==> src/logic/mem_pkg.sv <==
`default_nettype none

package mem_pkg;

    // fixed word geometry, four byte lanes
    localparam int DATA_WIDTH = 32;
    localparam int BEN_WIDTH  = DATA_WIDTH / 8;

    typedef logic [DATA_WIDTH-1:0] word_t;

    // load/store opcodes
    typedef enum logic [2:0] {
        OP_LB  = 3'd0,
        OP_LH  = 3'd1,
        OP_LW  = 3'd2,
        OP_LBU = 3'd3,
        OP_LHU = 3'd4,
        OP_SB  = 3'd5,
        OP_SH  = 3'd6,
        OP_SW  = 3'd7
    } mem_op_e;

    // byte address, only the low ADDR_WIDTH bits reach the memory
    typedef struct packed {
        mem_op_e     op;
        logic [31:0] addr;
        word_t       wdata;
    } lsu_req_t;

    typedef struct packed {
        word_t rdata;
        logic  misaligned;
    } lsu_rsp_t;

    typedef struct packed {
        logic [31:0] pc;
        word_t       instr;
    } fetch_rsp_t;

    // external program loader write
    typedef struct packed {
        logic [31:0]          addr;
        word_t                data;
        logic [BEN_WIDTH-1:0] ben;
    } prog_wr_t;

endpackage

`default_nettype wire

==> src/logic/fetch_unit.sv <==
`timescale 1ns/1ps
`default_nettype none

module fetch_unit #(
    parameter int ADDR_WIDTH = 8
) (
    input  wire logic                           clk,
    input  wire logic                           rst_n,
    input  wire logic                           run,
    input  wire logic                           redirect,
    input  wire logic [31:0]                    redirect_pc,

    // program loader
    input  wire logic                           prog_we,
    input  wire mem_pkg::prog_wr_t              prog_wr,

    // fetched instructions
    output logic                                fetch_valid,
    output mem_pkg::fetch_rsp_t                 fetch_rsp,

    // memory port a
    output logic [ADDR_WIDTH-1:0]               mem_addr,
    output mem_pkg::word_t                      mem_wdata,
    output logic                                mem_wen,
    output logic [mem_pkg::BEN_WIDTH-1:0]       mem_ben,
    input  wire mem_pkg::word_t                 mem_rdata
);

    logic [31:0] pc_q;
    logic        fetch_go;

    // a program write or a redirect takes the fetch slot
    assign fetch_go = run && !prog_we && !redirect;

    // port a belongs to the loader while it writes
    assign mem_addr  = prog_we ? prog_wr.addr[ADDR_WIDTH-1:0] : pc_q[ADDR_WIDTH-1:0];
    assign mem_wdata = prog_wr.data;
    assign mem_wen   = prog_we;
    assign mem_ben   = prog_wr.ben;

    always_ff @(posedge clk or negedge rst_n) begin
        if (!rst_n) begin
            pc_q        <= '0;
            fetch_valid <= 1'b0;
        end else begin
            fetch_valid <= fetch_go;
            if (redirect) begin
                pc_q <= redirect_pc;
            end else if (fetch_go) begin
                pc_q <= pc_q + 32'd4;
            end
        end
    end

    // instruction word and its pc
    always_ff @(posedge clk) begin
        if (fetch_go) begin
            fetch_rsp.pc    <= pc_q;
            fetch_rsp.instr <= mem_rdata;
        end
    end

endmodule

`default_nettype wire

==> config.mk <==
export PLATFORM = sky130hd
export DESIGN_NAME = fetch_unit
export DESIGN_NICKNAME = d
export VERILOG_FILES = /design/src/logic/mem_pkg.sv /design/src/logic/fetch_unit.sv
export SDC_FILE = /design/constraint.sdc
export NUM_CORES = 1
export LEC_CHECK = 0
export BUFFER_PORTS_ARGS = -buffer_cell sky130_fd_sc_hd__buf_4
export CAP_MARGIN = 20
export CORE_AREA = 3 3 116 118
export DETAILED_ROUTE_END_ITERATION = 6
export DIE_AREA = 0 0 119 121
export MAX_ROUTING_LAYER = met4
export PLACE_DENSITY = 0.63
export RECOVER_POWER = 100
export SYNTH_ARGS = -nofsm -noshare
export SYNTH_HDL_FRONTEND = slang
export SYNTH_SLANG_ARGS = --single-unit
export TNS_END_PERCENT = 10
==> constraint.sdc <==
create_clock -name clk -period 2.15 [get_ports clk]
set_clock_uncertainty 0.1 [all_clocks]
set_input_delay 0.215 -clock clk [delete_from_list [all_inputs] [get_ports clk]]
set_output_delay 0.215 -clock clk [all_outputs]
set_load 0.01 [all_outputs]
# After elaboration in Yosys (flattened, before gate mapping)
# Cells that the tools add are included.
dict set report totals {
  reg_bits 97
  inputBits 137
  output_inout_bits 110
}
dict set report op_classes {
  addsub 1
  mux 3
  reduce_logical 5
}
# operator n
set ops {}
lappend ops {{$mux 32} 2}
lappend ops {{$add 32x3->32 const B} 1}
lappend ops {{$mux 8} 1}
lappend ops {{$logic_and 1x1->1} 2}
lappend ops {{$logic_not 1->1} 2}
lappend ops {{$reduce_bool 2->1} 1}

# Logic depth before layout (Yosys ltp)
dict set report depth {
  ltp_word 5
  depth_mapped 7
  depth_no_buf 5
}

# Worst setup path before layout
# Ideal clock, no wire load.
dict set report synth_timing {
  kind {input to register}
  startpoint {in prog_we}
  endpoint {reg fetch_rsp[0] (netlist name) (enable)}
  setup_ps 429
  t_arrival_ps 2311
  slack_ps -690
  cell_stages 3
  n_path_buf 1
  cell_sequence {clkbuf_1 -> nor2b_1 -> and2_1}
}
dict set report synth_between {
  elab_chain_cells 3
}
# element line_no
set synth_lines {}
lappend synth_lines {{from (decl)} fetch_unit.sv:14} ;# input wire logic prog_we,
lappend synth_lines {{$logic_not 1->1} fetch_unit.sv:33} ;# assign fetch_go = run && !prog_we && !redirect;
lappend synth_lines {{$logic_and 1x1->1 (2 in a row)} fetch_unit.sv:33}
lappend synth_lines {{via fetch_go} fetch_unit.sv:30} ;# logic fetch_go;
lappend synth_lines {{to (decl)} fetch_unit.sv:19} ;# output mem_pkg::fetch_rsp_t fetch_rsp,
# The timed path passes the listed nets, and every way through them passes these cells.
# A chain may end at the register's enable or synchronous reset.

# Worst setup path in the final report
dict set report layout_timing {
  startpoint {reg pc_q[3]}
  endpoint {reg pc_q[22]}
}
dict set report layout_between {
  elab_chain_cells 3
}
# element line_no
set layout_lines {}
lappend layout_lines {{from (decl)} fetch_unit.sv:29} ;# logic [31:0] pc_q;
lappend layout_lines {{from (signal assigned)} fetch_unit.sv:48} ;# pc_q <= redirect_pc;
lappend layout_lines {{from (signal assigned)} fetch_unit.sv:50} ;# pc_q <= pc_q + 32'd4;
lappend layout_lines {{$add 32x3->32} fetch_unit.sv:50}
lappend layout_lines {{$mux 32} fetch_unit.sv:49} ;# end else if (fetch_go) begin
lappend layout_lines {{$mux 32} fetch_unit.sv:47} ;# if (redirect) begin
# No other way between the ends. The select of a mux whose other input is x is not followed.

==> impl_results.md <==
* Outcome: completed
* Setup TNS Final at 0 ps
* Worst Path Arrival at 2300 ps
* Vias per cell at 4.76
* Post-synthesis register bit count at 97
* Sequential-to-total area share from yosys stat at 0.666
* Crit path to: pc_q[22]
* Startpoint types: flip-flop
* Worst Path Max Fanout at 6
* Metal2 WL at 5.56 mm
* Die Span Y at about 120 µm
* Skew-Pair Late Insertion Delay at roughly 340 ps
* Met1 wire length at 4.61 mm
* Syn Std Cell Area at 4130 µm²
* Layout cell share with drive strength beyond 1 at 0.272
* Clock share of power at 0.371
* Antenna violations before repair at 0
* Util after Layout at 0.473
* Post-route clock period utilization at 0.995
* Top cell type's share of synthesized area at 0.466
* Mapped Avg Cell Area at 13.1 µm²
* Critical path required time at 2310 ps
* Power, Total at 4320 µW
* Full die area at 14,400 µm²
* Cell taking the most area after synthesis: edfxtp_1
* NetSw at 992 µW
* IO buf count at 150
* Setup violators final at 0
* CP endpoint kind: flip-flop
* Max frequency at 0.468 GHz
* Syn Nets at 452
* Total number of vias at 3,267
* Worst r2r path cells at 5
* Final Max Slew Viols at 0
* Worst ir drop on vdd at 0.304 mV
* Ys async rst share at 0.340
* Seq pwr share at 0.505
* # clock sinks at 97
* DIE WIDTH at 119 µm
* Leakage at 0.00221 µW
* Final global-route overflow total at 0
* Most common cell after layout, fill and taps aside: clkbuf_1
* Final WL at 11.4 mm
* Worst Hold Class: in2reg
* Drt first pass iters at 4
* Met3 WL at about 770 µm
* R2r setup slk at 10 ps
* CP Launch Point: pc_q[3]
* Residual DRC at 0
* Final Hold Viols at 0
* ANT cells at 0
* Max clock buf depth at 2
* Critical path class: reg2reg
* Post-synthesis instance total at 314
* RSZ-0062 raised after global routing: true
* Fin cells at 687
* Area grow syn2layout at 44.0%
* FF-to-FF Start: pc_q[3]
* Worst R2R End: pc_q[22]
* Max cap viols at 0
* I/O pin total at 247
* Relative slew slack at 0.407
* Pwr/cell area at 727 nW/µm²
* Switching part of the total at 0.230
* Post-synth EDFFs at 64
* P_int at 3330 µW
* Hold Crit Depth at 3
* DP HPWL at 7.79 mm
* Core area at approximately 13,000 µm²
* Number of global-route vias before repair at around 3,300
* Max Used Layer: met4
* Root buffer cell: clkbuf_16
* Routability cong. at 0.785
* H-tree levels at 3
* Clk slew on worst S/H paths at 70 ps
* WL/cell at between 15 and 20 µm
* CTS tree: done
* Initial Util at 0.328
* Final critical-path required period at 2140 ps
* Combinational fraction of design power at 0.124
* Largest net degree at the start of global routing at 53
* DRT antenna net count at 0
* 1st-iter DRT viols at 244
* Worst Tran Pin Value at 889 ps
* Ranking of synthesized cells by area: edfxtp_1, dfrtp_1, buf_4
* First-pass GRT wire length at 17.5 mm
* GRT Util Overall at 0.162
* Rows at 41
* Commonest non-fill, non-tap cells in the layout: clkbuf_1, edfxtp_1, buf_4, dlygate4sd3_1, clkbuf_4
* Unique masters post-synth at 37
* Nets at 648
* Total CTS buffers at 9
* Placed cell count at a little over 600
* Dominant synthesized flop cell: edfxtp_1
* Synth warnings at 0
-- worst min path at each step --
stage | start | slack [ps] | end
4_1_cts | redirect_pc[5] | 0.9 | pc_q[5]
6_report | redirect_pc[3] | 1 | pc_q[3]
3_3_place_gp | rst_n | 100 | pc_q[23]
2_1_floorplan | rst_n | -180 | fetch_valid
3_5_place_dp | rst_n | 110 | pc_q[21]
5_1_grt | redirect_pc[20] | 4 | pc_q[20]
-- critical path: stages (launching register included) --
cell      delay [ps]
dfrtp_1          350
ha_2             180
nand3b_1         110
or4_4            610
or4_4            540
a31oi_2          170
-- flip-flops by register name, indices dropped and copies added (netlist names) --
register,flops
fetch_rsp,64
fetch_valid,1
pc_q,32
-- metrics by stage --
step	hold slack, ps	setup WS [ps]	cell area [µm²]
finish	0.958	11.4	5940
detailed placement	106	-108	5410
global route	4.15	-86.6	5940
CTS	0.944	-63.3	6250
global placement	99.6	-54.7	5410
floorplan	-181	-54.5	4130
-- cell usage after synthesis, types with 2 or more instances --
| cell type | instances |
|---|---|
| nor2b_1 | 2 |
| nand4_1 | 7 |
| nor2_1 | 12 |
| clkbuf_1 | 10 |
| o21ai_0 | 16 |
| or3_1 | 5 |
| nor4_1 | 3 |
| mux2_2 | 9 |
| nand2_1 | 27 |
| nor3_1 | 2 |
| o211ai_1 | 6 |
| xnor2_1 | 7 |
| buf_2 | 2 |
| a31oi_1 | 10 |
| dfrtp_1 | 33 |
| o31ai_1 | 8 |
| nand3_1 | 10 |
| inv_1 | 6 |
| nand3b_1 | 2 |
| o31a_1 | 2 |
| buf_4 | 37 |
| or4_1 | 17 |
| xor2_1 | 4 |
| edfxtp_1 | 64 |
-- layer usage --
| metal | GRT usage | up-vias |
|---|---|---|
| li1 | - | 1527 |
| met1 | 0.186 | 1547 |
| met2 | 0.264 | 138 |
| met3 | 0.0340 | 55 |
| met4 | 0.0956 | 0 |
| met5 | - | - |
-- cells by family after synthesis --
| logic type | Yosys count | share of synthesized area |
|---|---|---|
| buffers and inverters | 56 | 0.0852 |
| muxes | 10 | 0.0270 |
| xor gates and xnor gates | 11 | 0.0234 |
| DFF | 97 | 0.666 |
| adders and majority gates | 1 | 0.00303 |
| AOI/OAI and AO/OA | 43 | 0.0661 |
| and+or+nand+nor | 96 | 0.129 |
-- power by group through the flow --
stage,Combinational (µW),Sequential (µW),Clock [µW]
6_report,536,2180,1600
5_1_grt,597,2190,1720
4_1_cts,616,2180,1650
3_5_place_dp,540,2220,0
3_3_place_gp,529,2210,0
2_1_floorplan,229,2250,0
-- timing repair --
action                     CTS  global route
pin swaps                   13            13
hold endpoints to repair    76             0
setup endpoints to repair    5            13
hold buffers                44             0
resized for setup           11            15
buffers inserted             7             0
-- final cells by class --
| type | instances | area [µm²] |
|---|---|---|
| flip-flops and latches | 97 | 2750 |
| clock inverters | 4 | 52.6 |
| clock buffers | 12 | 246 |
| multi-input cells | 161 | 1120 |
| repair buffers | 234 | 1530 |
| well taps | 172 | 215 |
| fillers | 1183 | 6630 |
| inverters | 7 | 26.3 |
(Power assumes the default switching activity.)
