--- src/logic/mem_pkg.sv ---
`default_nettype none

package mem_pkg;

    // fixed word geometry, four byte lanes
    localparam int DATA_WIDTH = 32;
    localparam int BEN_WIDTH  = DATA_WIDTH / 8;

    typedef logic [DATA_WIDTH-1:0] word_t;

    // load/store opcodes
    typedef enum logic [2:0] {
        OP_LB  = 3'd0,
        OP_LH  = 3'd1,
        OP_LW  = 3'd2,
        OP_LBU = 3'd3,
        OP_LHU = 3'd4,
        OP_SB  = 3'd5,
        OP_SH  = 3'd6,
        OP_SW  = 3'd7
    } mem_op_e;

    // byte address, only the low ADDR_WIDTH bits reach the memory
    typedef struct packed {
        mem_op_e     op;
        logic [31:0] addr;
        word_t       wdata;
    } lsu_req_t;

    typedef struct packed {
        word_t rdata;
        logic  misaligned;
    } lsu_rsp_t;

    typedef struct packed {
        logic [31:0] pc;
        word_t       instr;
    } fetch_rsp_t;

    // external program loader write
    typedef struct packed {
        logic [31:0]          addr;
        word_t                data;
        logic [BEN_WIDTH-1:0] ben;
    } prog_wr_t;

endpackage

`default_nettype wire

--- src/logic/lsu.sv ---
`timescale 1ns/1ps
`default_nettype none

module lsu #(
    parameter int ADDR_WIDTH = 8
) (
    input  wire logic                           clk,
    input  wire logic                           rst_n,
    input  wire logic                           req_valid,
    input  wire mem_pkg::lsu_req_t              req,

    output logic                                rsp_valid,
    output mem_pkg::lsu_rsp_t                   rsp,

    // memory port b
    output logic [ADDR_WIDTH-1:0]               mem_addr,
    output mem_pkg::word_t                      mem_wdata,
    output logic                                mem_wen,
    output logic [mem_pkg::BEN_WIDTH-1:0]       mem_ben,
    input  wire mem_pkg::word_t                 mem_rdata
);

    typedef enum logic [1:0] {
        SIZE_B,
        SIZE_H,
        SIZE_W
    } size_e;

    size_e                         size;
    logic                          is_store;
    logic                          is_unsigned;
    logic                          misaligned;
    logic [1:0]                    offset;
    logic [4:0]                    shamt;
    logic [mem_pkg::BEN_WIDTH-1:0] ben_base;
    mem_pkg::word_t                lane_data;
    mem_pkg::word_t                load_data;

    // opcode decode
    always_comb begin
        size        = SIZE_W;
        is_store    = 1'b0;
        is_unsigned = 1'b0;
        case (req.op)
            mem_pkg::OP_LB:  size = SIZE_B;
            mem_pkg::OP_LH:  size = SIZE_H;
            mem_pkg::OP_LW:  size = SIZE_W;
            mem_pkg::OP_LBU: begin
                size        = SIZE_B;
                is_unsigned = 1'b1;
            end
            mem_pkg::OP_LHU: begin
                size        = SIZE_H;
                is_unsigned = 1'b1;
            end
            mem_pkg::OP_SB: begin
                size     = SIZE_B;
                is_store = 1'b1;
            end
            mem_pkg::OP_SH: begin
                size     = SIZE_H;
                is_store = 1'b1;
            end
            default: begin
                size     = SIZE_W;
                is_store = 1'b1;
            end
        endcase
    end

    assign offset = req.addr[1:0];
    assign shamt  = {offset, 3'b000};

    // halfwords on even bytes, words on multiples of four
    assign misaligned = (size == SIZE_H && offset[0]) || (size == SIZE_W && offset != 2'b00);

    always_comb begin
        case (size)
            SIZE_B:  ben_base = 4'b0001;
            SIZE_H:  ben_base = 4'b0011;
            default: ben_base = 4'b1111;
        endcase
    end

    // word-aligned access, lanes picked by the low address bits
    assign mem_addr  = {req.addr[ADDR_WIDTH-1:2], 2'b00};
    assign mem_ben   = ben_base << offset;
    assign mem_wdata = req.wdata << shamt;
    assign mem_wen   = req_valid && is_store && !misaligned;

    // align and extend the load
    assign lane_data = mem_rdata >> shamt;

    always_comb begin
        if (is_store || misaligned) begin
            load_data = '0;
        end else begin
            case (size)
                SIZE_B:  load_data = {{24{lane_data[7] & ~is_unsigned}}, lane_data[7:0]};
                SIZE_H:  load_data = {{16{lane_data[15] & ~is_unsigned}}, lane_data[15:0]};
                default: load_data = lane_data;
            endcase
        end
    end

    // one response per request, one cycle later
    always_ff @(posedge clk or negedge rst_n) begin
        if (!rst_n) begin
            rsp_valid <= 1'b0;
        end else begin
            rsp_valid <= req_valid;
        end
    end

    always_ff @(posedge clk) begin
        if (req_valid) begin
            rsp.rdata      <= load_data;
            rsp.misaligned <= misaligned;
        end
    end

endmodule

`default_nettype wire

--- config.mk ---
export PLATFORM = sky130hd
export DESIGN_NAME = lsu
export DESIGN_NICKNAME = d
export VERILOG_FILES = /design/src/logic/mem_pkg.sv /design/src/logic/lsu.sv
export SDC_FILE = /design/constraint.sdc
export NUM_CORES = 1
export LEC_CHECK = 0
export ABC_CLOCK_PERIOD_IN_PS = 1400
export BUFFER_PORTS_ARGS = -buffer_cell sky130_fd_sc_hd__buf_2
export CAP_MARGIN = 20
export CORE_UTILIZATION = 39
export CTS_CLUSTER_SIZE = 24
export DETAILED_ROUTE_END_ITERATION = 7
export GPL_TIMING_DRIVEN = 0
export PLACE_DENSITY = 0.79
export SYNTH_ARGS = -nofsm -noshare
export SYNTH_HDL_FRONTEND = slang
export SYNTH_SLANG_ARGS = --single-unit
--- constraint.sdc ---
create_clock -name clk -period 1.4 [get_ports clk]
set_clock_uncertainty 0.1 [all_clocks]
set_input_delay 0.14 -clock clk [delete_from_list [all_inputs] [get_ports clk]]
set_output_delay 0.14 -clock clk [all_outputs]
set_load 0.03 [all_outputs]
* Word level (Yosys, flattened, before mapping)
Index checks and enable logic that the tools add are counted.
Widths: inputs -> output; s select.
** Operators by class
- Muxes and demuxes :: 5
- Reduce and logical (&&, ||, !) cells :: 14
- Equal/unequal tests :: 8
- Shift operators :: 3
- Bitwise gates (word level) :: 3
** Operators with widths (number)
- $pmux 32 s2 :: 1
- $shl 32x5->32 :: 1
- $shr 32x5->32 :: 1
- $eq 3x3->1 const B :: 3
- $pmux 4 s2 :: 1
- $eq 3x2->1 const B :: 2
- $reduce_or 3->1 :: 2
- $reduce_or 5->1 :: 1
- $logic_and 1x1->1 :: 4
- $pmux 2 s2 :: 1
- $shl 4x2->4 :: 1
- $eq 3x1->1 const B :: 1
- $logic_not 3->1 :: 1
- $and 1x1->1 :: 2
- $eq 2x1->1 const B :: 1
- $eq 2x2->1 const B :: 1
- $logic_not 2->1 :: 1
- $logic_or 1x1->1 :: 2
- $mux 1 :: 2
- $reduce_bool 2->1 :: 1
- $reduce_or 2->1 :: 1
- $logic_not 1->1 :: 1
- $not 1->1 :: 1
** Storage, ports and cells
- Input port bits :: 102
- Register bits :: 34
- Logic and storage cells :: 36
- Output and inout port bits :: 79

* Longest topological paths before layout
Gate-level depths: netlist (run 1).
- Depth after elaboration :: 8
- Gate-level depth with buffers :: 8
- Gate-level depth less buffers :: 5

* Worst setup path before layout (run 1)
OpenSTA, ideal clock, no wires.
- Path kind :: input port to flip-flop
- Start :: in req[32] in the netlist's numbering
- End :: reg rsp[25] in the netlist's numbering, data pin
- Slack :: -0.370 ns
- Buffers on the path :: 2
- Stages on the path :: 6
- Library setup time :: 0.146 ns
- Data required time :: 1.154 ns
- Data arrival time :: 1.524 ns
- Cell sequence :: buf_4 > nor2_1 > and2_0 > clkbuf_1 > a31oi_1 > a21oi_1
** Between the ends
- Cells in the longest elaborated chain, start to end :: 4
- Elaborated cells on any way between the ends :: 9
- Classes of those cells :: shift (1); mux (1); bitwise (2); reduce/logical (5)
** Ends and longest elaborated chain
- from (decl) :: line lsu.sv:10 : input wire mem_pkg::lsu_req_t req,
- parallel branches: the longest is 4 deep, another holds $shr 32x5->32
- to (decl) :: line lsu.sv:13 : output mem_pkg::lsu_rsp_t rsp,
Several ways; the timed one is not identified.
A chain may end at the register's enable or synchronous reset.

* Worst setup path after layout (run 1)
- Start :: in req[65] in the netlist's numbering
- End :: out mem_wen
** Between the ends
- Cells in the longest elaborated chain, start to end :: 8
- Elaborated cells on any way between the ends :: 20
- Classes of those cells :: eq/ne (8); mux (2); reduce/logical (10)
** Ends and longest elaborated chain
- $eq 3x3->1, or another cell as far along :: line lsu.sv:44 : case (req.op)
- $reduce_or 3->1 (no source line)
- $pmux 2 s2 (*) :: line lsu.sv:44
- $eq 2x1->1 / $eq 2x2->1 (equally long branches) :: line lsu.sv:75 : assign misaligned = (size == SIZE_H && offset[0]) || (size == SIZE_W && offset != 2'b00);
- $logic_and 1x1->1 :: line lsu.sv:75
- $logic_or 1x1->1 (*) :: line lsu.sv:75
- net misaligned :: line lsu.sv:32 : logic misaligned;
- $logic_not 1->1 (*) :: line lsu.sv:89 : assign mem_wen = req_valid && is_store && !misaligned;
- $logic_and 1x1->1 (*) :: line lsu.sv:89
- to (decl) :: line lsu.sv:18 : output logic mem_wen,
Mark *: on every way through the listed nets, which the timed path passes. The rest lies on a longest branch.

==> results.md, run 1 <==
- Status: finished with violations
- Failing checks: negative setup slack
- DIE AREA: 7280 sq um
- Post-Place Worst Slack: -0.4602 ns
- CTS tree: yes
- Area contributors post-synth: edfxtp_1, mux2i_1, a211oi_1, a21oi_1, nand2_1
- Root buffer cell: clkbuf_8
- CTS clk-pin slew, worst paths: 0.06 ns
- Fillers: 520
- Setup-failing EPs final: 4
- Pleak: 0.001923 uW
- Min cycle time layout: 1.432 ns
- WP data required: 1.16 ns
- Commonest non-fill, non-tap cells in the layout: buf_2, nand2_1, edfxtp_1
- Initial antenna violation count: 0
- CP peak stage delay: 0.32 ns
- Period utilization: 1.023
- Critical Path AT: 1.19 ns
- Register bit count reported by yosys: 34
- Worst-path fanout max: 4
- Worst setup EP type: output pin
- Largest net degree at the start of global routing: 36
- Syn_area_per_cell: 8.877 sq um
- Iteration-0 DRC Markers: 231
- Port buffer count: 144
- Hpwl dp: 6616 um
- DRC: 0
- Post-synth top area share: 0.3660
- H-Tree Depth: 2
- First-pass GRT wire length: 14,100 um
- DR pass1 iterations: 7
- Yosys warning count: 0
- Synth unique cells: 48
- Mapped Area: 2708 sq um
- Die height: 85.32 um
- GRT Total Usage: 0.2478
- DIE WIDTH: 85.32 um
- WS Path Type: primary input to output pin
- Fmax: 698.4 MHz
- WL final: 9562 um
- Fin nets: 573
- CORE AREA: 6756 sq um
- Final WS setup: -0.03188 ns
- Drt wl/cell: 17.32 um
- Slowest CP cell: a221oi_4
- Initial Utilization: 0.4007
- GP Congestion: 0.9075
- Total number of vias: 3,154
- Area delta synth->final: 65.34%
- ANT nets after route: 0
- RSZ-0062 raised after global routing: yes
- Vias in the first global route: 2,800
- Rows: 30
- Most frequent cell on the critical path: buf_6
- Clock sink total: 34
- Peak VDD IR: 0.3570 mV
- Largest area contributor in the netlist: edfxtp_1
- Commonest non-fill, non-tap cell in the layout: buf_2
- PwrDens: 804.8 nW/um^2
- Max Slew Vio Count: 0
- Critical Path Source Type: primary input
- Layout cell share with drive strength beyond 1: 0.5614
- Gate count after technology mapping: 305
- Max-Cap Viols: 0
- Post-synthesis sequential area ratio: 0.3752
- DR vias/cell: 5.714
- Hold Path Class: primary input to asynchronous set/reset pin
- Setup TNS: -0.07322 ns
- GRT overflow: 0
- Bufs on Longest Clock Path: 2
- I/O Pins: 181
- Post-layout util: 0.6626
- TritonCTS buffer count: 5
- Diodes inserted: 0
- CP cell instances: buf_8, buf_6, buf_6, xor2_2, a221oi_4, nor3_4, buf_6
- Final Hold Fails: 0
path summary, 6_finish.rpt:
kind	from	to	slack [ns]
min	rst_n	rsp_valid	0.06
max in group asynchronous	rst_n	rsp_valid	1.06
min in group clk	req_valid	rsp_valid	0.13
max	req[65]	mem_wen	-0.03
layer usage:
metal  vias to the layer above  wire length (um)  track usage
met5                         -                 0            0
met4                         0               214      0.06970
met3                        23               826      0.03502
met2                       216              4833       0.4333
met1                      1481              3688       0.3201
li1                       1434                 -            -
per-stage QoR:
stage | cells | total power [uW] | area (sq um) | hold WS (ns)
after floorplan | 306 | 2216 | 2997 | -0.2556
after global placement | 530 | 2611 | 3817 | -0.1853
after detailed placement | 530 | 2631 | 3817 | -0.1851
after CTS | 548 | 3478 | 4203 | 0.05492
after global routing | 552 | 3740 | 4477 | 0.05233
final | 552 | 3603 | 4477 | 0.05988
registers in the layout, indices dropped and copies added, names as in the netlist:
signal	count
rsp	33
rsp_valid	1
layout make-up:
| cell class | count | area (sq um) | area share |
|---|---|---|---|
| flip-flops and latches | 34 | 1016 | 0.2269 |
| inverters | 10 | 47.55 | 0.01062 |
| plain buffers | 36 | 397.9 | 0.08888 |
| multi-input cells | 225 | 1904 | 0.4254 |
| clock buffers | 8 | 90.09 | 0.02012 |
| repair buffers | 159 | 920.9 | 0.2057 |
| well taps | 80 | 100.1 | 0.02236 |
cell families after synthesis:
logic type | share of synthesized area
AND/OR/NAND/NOR | 0.1622
buffers and inverters | 0.09427
flip-flops | 0.3752
XOR/XNOR | 0.006471
other | 0.001385
AO/OA/AOI/OAI | 0.2528
adder cells (fa/ha/maj) | 0.004159
multiplexers | 0.1035
power breakdown:
group	switching, uW	total, uW	internal [uW]	leakage [uW]
registers	20.9	1250	1230	0.000328
clock network	346	747	401	0.0000455
logic	995	1610	613	0.00155
total	1360	3600	2240	0.00192
Yosys cell counts (all sizes together):
cell type / n
a2bb2oi: 1
maj3: 1
o211ai: 1
clkinv: 1
o21ai: 19
inv: 9
o41ai: 8
a211oi: 22
nor3b: 1
o311ai: 1
nand2: 36
a21o: 7
or2: 1
mux2: 2
nand2b: 1
o22a: 1
nand3: 1
nor3: 2
o22ai: 1
and2: 9
or3: 1
mux2i: 25
conb: 1
o221ai: 1
clkbuf: 8
o32a: 1
nor2: 19
xor2: 2
edfxtp: 33
a221oi: 1
nor4: 1
o2bb2ai: 1
dfrtp: 1
a21oi: 28
nor2b: 17
and3b: 2
a21boi: 1
buf: 29
a31oi: 8
worst max-delay path, delay by kind of cell:
family                 cells  cell delay [ns]
AO/OA/AOI/OAI              1             0.32
XOR/XNOR                   1             0.18
buffers and inverters      4             0.48
AND/OR/NAND/NOR            1             0.07
repair_timing:
item                                    4_1_cts  5_1_grt
cloned                                        0        1
endpoints found under the setup margin       42       42
setup buffers                                10        3
endpoints found under the hold margin         1        0
pin swaps                                     5        4
gates resized for setup                      54       47
hold buffers                                  1        0
(Power assumes the default switching activity.)
==> run 2: changes to the inputs <==
Settings changed: CORE_MARGIN from default to 2, CTS_BUF_LIST from default to sky130_fd_sc_hd__clkbuf_2 sky130_fd_sc_hd__clkbuf_4 sky130_fd_sc_hd__clkbuf_8.
==> results.md, run 2 (synthesis gave the netlist of run 1 again) <==
- ANT nets after route: 0 (unchanged)
- Final WS setup: -0.03712 ns (-0.005247 ns)
- Power share of the combinational group: 0.446 (about the same)
- CTS tree: yes
- Worst-path fanout max: 10 (+6)
- DRC: 0 (unchanged)
- Die height: 87.32 um (+2.3%)
- Critical Path AT: 1.36 ns (+0.17 ns)
- I/O Pins: 181 (unchanged)
- GRT Total Usage: 0.2384 (-0.009405)
- Setup-failing EPs final: 16 (+12)
- Max Slew Vio Count: 0 (unchanged)
- Status: finished with violations
- GP Congestion: 0.8705 (-4.1%)
- Clock share of power: 0.200 (-0.007)
- Biggest register: rsp
- Port buffer count: 144 (unchanged)
- First-pass GRT wire length: 14,320 um (+1.5%)
- Placed insts: 530 (unchanged)
- DR vias/cell: 5.643 (-1.2%)
- Period utilization: 1.027 (+0.003748)
- Iteration-0 DRC Markers: 200 (-13%)
- H-Tree Depth: 2 (unchanged)
- GRT overflow: 0 (unchanged)
- Layout cell share with drive strength beyond 1: 0.5544 (-0.007070)
- Commonest non-fill, non-tap cells in the layout: buf_2, nand2_1, edfxtp_1
- Clock sink total: 34 (unchanged)
- Diodes inserted: 0 (unchanged)
- Worst setup EP type: flip-flop
- Failing checks: negative setup slack
- Drt wl/cell: 17.59 um (+1.5%)
- Post-Place Worst Slack: -0.4462 ns (+0.01402 ns)
- Area delta synth->final: 62.29%
- Initial Utilization: 0.4007 (unchanged)
- Bufs on Longest Clock Path: 2 (unchanged)
- CORE AREA: 6756 sq um (unchanged)
- Hpwl dp: 6924 um (+4.7%)
- WL final: 9655 um (+0.97%)
- Max-Cap Viols: 0 (unchanged)
- Initial antenna violation count: 0 (unchanged)
- Max FFs per register: 33 (unchanged)
- Switching pwr: 1349 uW (-0.89%)
- Flop pwr share: 0.354 (+0.007)
- WS Path Type: primary input to flip-flop
- Vias in the first global route: 2,938 (+4.9%)
- Pleak: 0.001887 uW (-1.9%)
- Fillers: 553 (+6.3%)
- Root buffer cell: clkbuf_8
- Power Internal: 2187 uW (-2.4%)
- Largest net degree at the start of global routing: 36 (unchanged)
- Top Registers: rsp x33, rsp_valid x1
- DR pass1 iterations: 5 (-2)
- WP data required: 1.32 ns (+0.16 ns)
- Setup TNS: -0.2393 ns (-0.1660 ns)
- TritonCTS buffer count: 5 (unchanged)
- CTS clk-pin slew, worst paths: 0.06 ns (about the same)
- Critical Path Source Type: primary input
- Sw frac: 0.3815 (+0.003666)
- Commonest non-fill, non-tap cell in the layout: buf_2
- Total number of vias: 3,098 (-1.8%)
- RSZ-0062 raised after global routing: yes
- Min cycle time layout: 1.437 ns (+0.005247 ns)
- Fin nets: 570 (-0.52%)
- DIE AREA: 7625 sq um (+4.7%)
- Rows: 30 (unchanged)
- Power Total: 3537 uW (-1.8%)
- Hold Path Class: primary input to asynchronous set/reset pin
- PwrDens: 804.8 nW/um^2 (about the same)
- DIE WIDTH: 87.32 um (+2.3%)
- Fmax: 695.8 MHz (-0.37%)
- Final Hold Fails: 0 (unchanged)
- Post-layout util: 0.6504 (-0.01222)
- Non-filler instance count after layout: 549 (-0.54%)
- Peak VDD IR: 0.3086 mV (-14%)
[run 2: path summary, 6_finish.rpt]
check | startpoint | endpoint | slack, ns | depth (start not counted)
setup / recovery | req[33] | rsp[27] | -0.04 | 5
hold / removal | rst_n | rsp_valid | 0.06 | 2
max in group asynchronous | rst_n | rsp_valid | 1.05 | 2
min in group clk | req_valid | rsp_valid | 0.12 | 1
[run 2: routing by layer]
| layer | part of all wire | vias to the layer above | track usage | wire length, um |
|---|---|---|---|---|
| met2 | 0.50 | 205 | 0.4160 | 4836 |
| li1 | - | 1431 | - | - |
| met4 | 0.017 | 0 | 0.08392 | 161 |
| met5 | 0 | - | 0 | 0 |
| met3 | 0.095 | 14 | 0.03791 | 920 |
| met1 | 0.39 | 1448 | 0.2966 | 3737 |
[run 2: power groups by stage]
stage / clock (uW) / combinational [uW] / sequential [uW]
finish: 709 / 1580 / 1250
global placement: 0 / 1340 / 1270
floorplan: 0 / 747 / 1470
CTS: 714 / 1490 / 1250
global route: 758 / 1660 / 1260
detailed placement: 0 / 1370 / 1270
[run 2: worst max-delay path, stage by stage]
cell,delay (ns)
buf_12,0.13
mux2_4,0.31
o32a_1,0.39
o221ai_4,0.30
a21oi_1,0.09
[run 2: layout make-up]
type / instances / area (sq um) / area share
clock inverter: 2 / 8.758 / 0.001993
inverter: 10 / 47.55 / 0.01082
tap: 80 / 100.1 / 0.02278
buffer: 36 / 407.9 / 0.09282
timing repair buffer: 156 / 880.8 / 0.2005
sequential: 34 / 1016 / 0.2312
multi-input combinational: 225 / 1857 / 0.4226
clock buffer: 6 / 76.32 / 0.01737
[run 2: repair_timing]
action	CTS	global route
resized for setup	57	36
endpoints found under the hold margin	1	0
gates cloned	0	1
buffers inserted	7	3
hold buffers	1	0
endpoints found under the setup margin	43	40
pin swaps	5	6
[run 2: through the flow]
step           hold WS [ns]  cell area [sq um]
2_1_floorplan       -0.2556               2997
3_3_place_gp        -0.1857               3817
3_5_place_dp        -0.1802               3817
4_1_cts             0.05724               4188
5_1_grt             0.06710               4394
6_report            0.05844               4394
